<file path="src/rtl/pair_fifo.sv">
// Synchronous FIFO with head-of-queue read data; serves as input and output buffer of the LJ evaluator
`default_nettype none
`timescale 1ns/1ps

module pair_fifo #(
	parameter int WIDTH = 32,
	parameter int DEPTH = 4
) (
	input  wire              clk,
	input  wire              rst,
	input  wire              wr_en,
	input  wire  [WIDTH-1:0] wr_data,
	input  wire              rd_en,
	output logic [WIDTH-1:0] rd_data,
	output logic             full,
	output logic             empty
);

	localparam int ADDR_W = (DEPTH > 1) ? $clog2(DEPTH) : 1;
	localparam int CNT_W  = $clog2(DEPTH + 1);

	logic [WIDTH-1:0]  mem [DEPTH];  // Payload storage
	logic [ADDR_W-1:0] wr_ptr;
	logic [ADDR_W-1:0] rd_ptr;
	logic [CNT_W-1:0]  count;        // Occupancy
	logic              wr_ok;
	logic              rd_ok;

	assign full    = (count == CNT_W'(DEPTH));
	assign empty   = (count == '0);
	assign rd_data = mem[rd_ptr];    // Head shown without a read strobe

	// Full buffer still takes a write when the head leaves the same cycle
	assign wr_ok = wr_en && (!full || rd_en);
	assign rd_ok = rd_en && !empty;

	always_ff @(posedge clk)
	begin
		if (wr_ok)
			mem[wr_ptr] <= wr_data;
	end

	always_ff @(posedge clk)
	begin
		if (rst)
		begin
			wr_ptr <= '0;
			rd_ptr <= '0;
			count  <= '0;
		end
		else
		begin
			if (wr_ok)
				wr_ptr <= (wr_ptr == ADDR_W'(DEPTH - 1)) ? '0 : wr_ptr + 1'b1;  // Wrap
			if (rd_ok)
				rd_ptr <= (rd_ptr == ADDR_W'(DEPTH - 1)) ? '0 : rd_ptr + 1'b1;
			case ({wr_ok, rd_ok})
				2'b10:   count <= count + 1'b1;
				2'b01:   count <= count - 1'b1;
				default: count <= count;  // Idle or pass-through
			endcase
		end
	end

	// Producer must respect full unless the head is leaving
	a_no_overflow: assert property (@(posedge clk) disable iff (rst) (wr_en && full) |-> rd_en)
		else $error("pair_fifo write while full");

	a_no_underflow: assert property (@(posedge clk) disable iff (rst) !(rd_en && empty))
		else $error("pair_fifo read while empty");

endmodule

`default_nettype wire

</file>
<file path="config.mk">
export PLATFORM = sky130hd
export DESIGN_NAME = pair_fifo
export DESIGN_NICKNAME = d
export VERILOG_FILES = /design/src/rtl/pair_fifo.sv
export SDC_FILE = /design/constraint.sdc
export NUM_CORES = 1
export LEC_CHECK = 0
export ABC_AREA = 1
export BUFFER_PORTS_ARGS = -buffer_cell sky130_fd_sc_hd__clkbuf_2
export CAP_MARGIN = 20
export CORE_MARGIN = 1
export CORE_UTILIZATION = 64
export CTS_BUF_LIST = sky130_fd_sc_hd__clkbuf_4 sky130_fd_sc_hd__clkbuf_8
export DETAILED_ROUTE_END_ITERATION = 7
export PLACE_DENSITY_LB_ADDON = 0.25
export SETUP_SLACK_MARGIN = 0.3
export SYNTH_ARGS = -nofsm -noshare
export SYNTH_HDL_FRONTEND = slang
export SYNTH_SLANG_ARGS = --single-unit
export TNS_END_PERCENT = 10
</file>
<file path="constraint.sdc">
create_clock -name clk -period 7.26 [get_ports clk]
set_clock_uncertainty 0.05 [all_clocks]
set_input_delay 0.726 -clock clk [delete_from_list [all_inputs] [get_ports clk]]
set_output_delay 0.726 -clock clk [all_outputs]
set_load 0.01 [all_outputs]
</file>
# Word-level counts from Yosys, hierarchy flattened
# Memories as Yosys holds them, arrays and structs flattened. A register that Yosys moved wholly into a read port is not among the register bits.
# Index checks and enable logic that the tools add are counted.
dict set report classes {
  mux 7
  n_reduce_logical 7
  eq_ne 5
  addsub 4
}
# operator n
set ops {}
lappend ops {{$mux W2} 4}
lappend ops {{$eq A2 B2 Y1 const B} 3}
lappend ops {{$pmux W3 S2} 1}
lappend ops {{$add A2 B1 Y2 const B} 2}
lappend ops {{$add A3 B1 Y3 const B} 1}
lappend ops {{$eq A3 B3 Y1 const B} 1}
lappend ops {{$logic_not A3 Y1} 1}
lappend ops {{$sub A3 B1 Y3 const B} 1}
lappend ops {{$eq A2 B1 Y1 const B} 1}
lappend ops {{$logic_and A1 B1 Y1} 2}
lappend ops {{$logic_not A1 Y1} 2}
lappend ops {{$mux W1} 2}
lappend ops {{$reduce_bool A2 Y1} 1}
lappend ops {{$logic_or A1 B1 Y1} 1}
dict set report word_totals {
  out_inout_bits 34
  input_bits 36
  ff_bits 7
  mem_bits_rw 128
  mem_count 1
}
# memory depth word_bits rd rd_ports_with_merged_regs wr line
set memory_table {}
lappend memory_table {mem 4 32 1 1 1 22} ;# logic [WIDTH-1:0] mem [DEPTH];

# Longest topological paths before layout
# Gate-level depths: netlist of the first run.
dict set report depth {
  ltp_word 6
  depth_mapped 13
  depth_no_buf 13
}

# Least setup slack after synthesis of the first run
# No wires, ideal clock.
dict set report synth_timing {
  kind {input-to-reg}
  from {in rd_en}
  to {mem mem[3][0], enable pin}
  arrival_ns 2.296
  path_buffers 0
  path_slack_ns 4.493
  cell_stages 4
  setup_ns 0.421
  cell_sequence {inv_1 -> nand3_2 -> nand2_2 -> nor2_1}
}
dict set report synth_via {
  elab_chain_len 4
}
# element line
set synth_lines {}
lappend synth_lines {{start, declared} 13} ;# input wire rd_en,
lappend synth_lines {{$logic_or A1 B1 Y1} 34} ;# assign wr_ok = wr_en && (!full || rd_en);
lappend synth_lines {{$logic_and A1 B1 Y1} 34}
lappend synth_lines {{$mux W1} 39} ;# if (wr_ok)
lappend synth_lines {{$mux W1 (implied by the code)} 40} ;# mem[wr_ptr] <= wr_data;
lappend synth_lines {{end, declared} 22}
# Every way passes these cells.

==> results of run 1 <==
metal layers:
| layer | vias up | GRT usage, % |
|---|---|---|
| met3 | 17 | 6.08 |
| met5 | - | 0 |
| met4 | 0 | 11.3 |
| met2 | 133 | 41.7 |
| met1 | 1562 | 30.1 |
| li1 | 1532 | - |
final cells by class:
type	count	area, sq um	share of cell area, %
clock inverters	13	178	2.92
well taps	102	128	2.10
flip-flops and latches	137	4030	66.2
clock buffers	19	249	4.10
multi-input cells	204	1050	17.3
repair buffers	71	373	6.13
inverters	18	75.1	1.24
layout by cell type, fill, tap and decap left out:
master / count
a21oi_1: 3
buf_12: 1
buf_4: 1
bufinv_16: 4
clkbuf_2: 69
clkbuf_4: 2
clkbuf_8: 17
clkinv_1: 3
clkinv_2: 1
clkinv_4: 3
clkinvlp_4: 2
dfxtp_1: 8
dfxtp_2: 1
edfxtp_1: 128
fa_1: 1
ha_1: 6
inv_1: 16
inv_2: 1
inv_8: 1
nand2_1: 9
nand2_2: 1
nand3_1: 1
nand3_2: 1
nand3b_1: 1
nor2_1: 75
nor2_2: 1
nor2_4: 4
nor3_1: 1
o21ai_0: 40
o21ai_1: 28
o22ai_1: 32
power by group:
part           total (mW)  switching (mW)  internal [mW]
Combinational       0.524           0.341          0.184
Clock               0.656           0.277          0.379
Sequential          0.975          0.0430          0.933
worst paths after layout:
check                          end  slack, ps  cells after the start
max                     rd_data[0]       4290                      5
min           mem[1][18]$_DFFE_PP_        450                      1
max reg2reg  count[2]$_SDFFE_PP0P_       5230                     12
min reg2reg              flip-flop        470                      2
worst register-to-register path, delay by kind of cell (launching register included):
kind / cells / cell delay, ps
flops: 1 / 350
buf+inv: 2 / 140
fa+ha+maj: 2 / 610
simple gates: 8 / 800
registers in the layout, indices dropped and copies added, names as in the netlist, named ones only:
signal	cells
wr_ptr	2
count	3
rd_ptr	2
mem	128
kinds of logic after synthesis:
kind of cell	Yosys count
and+or+nand+nor	94
adders and majority gates	7
buffers and inverters	37
DFF	137
AOI/OAI and AO/OA	103
stage by stage:
stage / std cells / instance area [sq um] / worst slack (ps) / utilization (%) / hold WS [ps]
after floorplan: 378 / 5280 / 4490 / - / 431
after global placement: 531 / 5630 / 4580 / 71.8 / 448
after detailed placement: 531 / 5630 / 4480 / 71.8 / 450
after CTS: 563 / 6060 / 4010 / 77.2 / 445
after global routing: 564 / 6080 / 4160 / 77.5 / 442
final: 564 / 6080 / 4290 / 77.5 / 455
synthesized netlist by cell type:
master    instances  area (sq um)
clkbuf_1          1          3.75
a21oi_1           3          15.0
o21ai_0          40           200
nand2_2           1          6.26
buf_2             6          30.0
nand3_1           1          5.00
nor2_1           79           297
nor3_1            1          5.00
nand3_2           1          10.0
fa_1              1          20.0
o21ai_1          28           140
edfxtp_1        128          3840
nor2_2            1          6.26
buf_4             3          22.5
ha_1              6          75.1
inv_2             1          3.75
o22ai_1          32           200
nand3b_1          1          7.51
dfxtp_1           9           180
inv_8             1          11.3
buf_6             9           101
nand2_1           9          33.8
inv_1            16          60.1
==> results.cfg, run 1 <==
[placed_design]
port_buffers = 69
hpwl_um = 5460
gp_congestion = 0.765

[layout]
fin_nets = 492
area_delta_synth_final_pct = 15.2
num_antenna_cells = 0
drive_above_1_share_pct = 23.8
fill_cells = 474

[critical_path]
crit_required_ps = 6480
crit_chain = buf_4, inv_2, o21ai_1, o22ai_1, clkbuf_2
worstSetupPathType = flip-flop to output port
crit_arrival_ps = 2190
slowest_delay_ps = 480
cp_num_buf_inv = 3
crit_slowest_cell = inv_2
cp-start-kind = flip-flop
cp_max_fo = 32
cp_top_family = buffers and inverters
cp-end-kind = output port
timing.rr.start = count[1]$_SDFFE_PP0P_

[yosys]
synth_xor_area_share_pct = 0
syn_area_per_cell_sq_um = 14.0
synthMuxAreaShare_pct = 0
synth_fa_ha_area_share_pct = 1.80
synth_cell_types = 23
yosys.area_share.simple_pct = 7.02
synth.cell_area_sq_um = 5280
synthCells = 378
synth_compound_area_share_pct = 10.5
yosys_register_bits = 137
seq_area_frac_synth_pct = 76.2
yosys_warnings = 0
synth_fp_nets = 421
synth_top_family_by_area = compound AO/OA/AOI/OAI gates

[cts]
post-cts-setup-buffers = 0
clkLatencyLatePin_ps = 430
cts-buffers-inserted = 17
cts_tree = built
cts-htree-levels = 4
postCtsResizedCells = 0
cts.hold.buffers_added = 0
clkSlewWorstSetupHoldPaths_ps = 80
cts_sinks = 137
cts_root_buf = clkbuf_8
cts_buffer_depth = 2

[pwr]
power_mw = 2.16
powerDensity_nw_per_um2 = 355
ir_worst_vdd_mv = 0.269
p_leak_nw = 2.22

[die]
fp.coreArea_sq_um = 7850
num_rows = 32
chipHeight_um = 92.8
pin_count = 70
start_util_pct = 67.3
die_w_um = 92.8
die_area_sq_um = 8610

[hold_path]
hp-class = input pin to flip-flop
hold_start = wr_data[18]

[detailed_routing]
routed_wl_um = 10000
viasPerCell = 5.75
dr.pass1.iters = 5
wl_met2_um = 5160
top_layer = met4
wl_met3_um = 637
wire_per_inst_um = 17.7
drt_iter0_drc = 211
drc_errors = 0
wl_met1_um = 4030
drt.antenna.violating_nets = 0
vias = 3244

[timing]
setup-violations-final = 0
slew_violations = 0
hold_viol_final = 0
tightest_slew_ps = 1050
min_period_over_period_pct = 40.9
setup_tns_ps = 0
fin_crit_ps = 2970
relSlewSlack_pct = 29.9
rsz0062_at_grt = no
fmax_mhz = 337

[outcome]
status = finished, final reports clean

[grt]
grt_usage_pct = 24.7
grt_pass1_vias = 3194
antenna_found_initial = 0
grt_max_degree = 66
grt_pass1_wl_um = 15400
gr-total-overflow = 0

[run]
cap_violations = 0
No activity file was read; power rests on OpenSTA's default activity.
==> run 2: changes to the inputs <==
--- a/config.mk
+++ b/config.mk
@@ -9,7 +9,7 @@
 export BUFFER_PORTS_ARGS = -buffer_cell sky130_fd_sc_hd__clkbuf_2
 export CAP_MARGIN = 20
 export CORE_MARGIN = 1
-export CORE_UTILIZATION = 64
+export CORE_UTILIZATION = 59
 export CTS_BUF_LIST = sky130_fd_sc_hd__clkbuf_4 sky130_fd_sc_hd__clkbuf_8
 export DETAILED_ROUTE_END_ITERATION = 7
 export PLACE_DENSITY_LB_ADDON = 0.25
==> constraint.sdc (replaced) <==
create_clock -name clk -period 3 [get_ports clk]
set_clock_uncertainty 0.05 [all_clocks]
set_input_delay 0.3 -clock clk [delete_from_list [all_inputs] [get_ports clk]]
set_output_delay 0.3 -clock clk [all_outputs]
set_load 0.01 [all_outputs]
==> run 2 against run 1 <==
Final area up 0.86%. Sequential share of layout area down 0.53 points. Clock power rose to 2.5 times the previous value. Die area is 8.3% higher. Core utilization fell by 6.8 points. Count of clock-buffer cells in the layout down 1. Register-to-register slack worse by 4300 ps. First-iteration DRC count fell by 27%. Flip-flop and latch count stayed put. Largest cell class unchanged.
==> results.cfg, run 2 (synthesized netlist as in run 1, its figures left out) <==
[critical_path]
slowest_delay_ps = 530
cp_top_family = buffers and inverters
worstSetupPathType = flip-flop to output port
crit_arrival_ps = 2040
crit_chain = inv_2, o21ai_0, o22ai_1, clkbuf_2
cp-start-kind = flip-flop
cp_max_fo = 32
cp-end-kind = output port
cp_num_buf_inv = 2
crit_slowest_cell = inv_2
crit_required_ps = 2650

[detailed_routing]
routed_wl_um = 9600
viasPerCell = 5.50
drt.antenna.violating_nets = 0
drc_errors = 0
dr.pass1.iters = 5
drt_iter0_drc = 154
vias = 3156
wire_per_inst_um = 16.7

[layout]
largest_register = mem
reg_top3 = mem: 128 flops, count: 3 flops
postLayoutCoreUtil_pct = 70.6
fin_nets = 497
area_delta_synth_final_pct = 16.2
final_common_cell = edfxtp_1
final_cell_mix = edfxtp_1, nor2_1, clkbuf_2
fin_area_sq_um = 6130
fin_cells = 574
drive_above_1_share_pct = 24.9
num_antenna_cells = 0
largest_reg_flops = 128

[timing]
hold_viol_final = 0
rsz0062_at_grt = no
tightest_slew_ps = 809
min_period_over_period_pct = 79.6
fin_crit_ps = 2390
slew_violations = 0
setup_tns_ps = 0
fmax_mhz = 419
setup-violations-final = 0
relSlewSlack_pct = 45.9

[placed_design]
port_buffers = 69
placed_cells = 543
postPlaceCellArea_sq_um = 5680
hpwl_um = 5770
gp_congestion = 0.722

[cts]
cts-buffers-inserted = 17
cts_tree = built
cts_sinks = 137
clkSlewWorstSetupHoldPaths_ps = 70
cts-htree-levels = 4
cts_buffer_depth = 2
post-cts-setup-buffers = 0
clkLatencyLatePin_ps = 410
cts_root_buf = clkbuf_8

[die]
chipHeight_um = 96.6
fp.coreArea_sq_um = 8680
pin_count = 70
die_w_um = 96.6
num_rows = 34
die_area_sq_um = 9330
start_util_pct = 60.8

[grt]
grt_max_degree = 65
met3_usage_pct = 6.03
gr-total-overflow = 0
met2_usage_pct = 37.4
antenna_found_initial = 0
grt_pass1_wl_um = 14400
busiest_layer = met2
grt_pass1_vias = 2938
grt.met1_usage_pct = 27.9
grt_usage_pct = 22.0

[pwr]
powerDensity_nw_per_um2 = 857
ir_worst_vdd_mv = 0.549
p_leak_nw = 2.25

[hold_path]
hp-class = input pin to flip-flop

[run]
cap_violations = 0

[outcome]
status = finished, final reports clean
run 2: cell count changes in the layout (fill, tap and decap cells not counted):
cell and change:
dfxtp_2 -1, clkinv_1 -2, buf_4 +6, dfxtp_4 +1
buf_12 -1, clkinv_2 +2, clkinvlp_4 -1, bufinv_16 +1
clkbuf_4 -1
run 2: layout make-up:
type,count,area [sq um]
tap,108,135
clock inverter,13,203
sequential,137,4030
fill,593,2550
clock buffer,18,241
inverter,18,75.1
multi-input combinational,204,1050
timing repair buffer,76,398
run 2: metal layers:
metal | share of wire (%) | vias to the layer above
met4 | 0.35 | 0
met5 | 0 | -
met1 | 44 | 1536
met2 | 52 | 76
met3 | 4.3 | 2
li1 | - | 1542
run 2: repair_timing:
item	4_1_cts	5_1_grt
hold buffers	0	0
setup endpoints to repair	0	1
endpoints found under the hold margin	0	0
gates resized for setup	0	1
run 2: worst paths after layout:
| check | startpoint | endpoint | slack, ps | depth (start not counted) |
|---|---|---|---|---|
| max reg2reg | count[1]$_SDFFE_PP0P_ | mem[3][28]$_DFFE_PP_ | 980 | 5 |
| min | wr_data[1] | mem[2][1]$_DFFE_PP_ | 50 | 1 |
| min reg2reg | rd_ptr[1]$_SDFFE_PP0P_ | rd_ptr[1]$_SDFFE_PP0P_ | 460 | 2 |
| max | flip-flop | rd_data[19] | 610 | 4 |
run 2: through the flow:
step / worst slack (ps) / total power [mW] / hold WS, ps
after detailed placement: 899 / 3.66 / 448
after global routing: 411 / 5.52 / 29.6
final: 611 / 5.25 / 49.6
after floorplan: 587 / 3.25 / 349
after CTS: 441 / 5.29 / 30.4
after global placement: 960 / 3.62 / 444
run 2: worst reg2reg max path: cells and delay by family (launching register included):
kind / cells / cell delay, ps
simple gates: 4 / 990
flops: 1 / 400
buf+inv: 1 / 290
run 2: power breakdown:
part           switching (mW)  internal, mW  leakage [nW]
Combinational           0.794         0.440         0.782
Clock                   0.653         0.990         0.223
Sequential              0.121          2.26          1.25
Total                    1.57          3.69          2.25
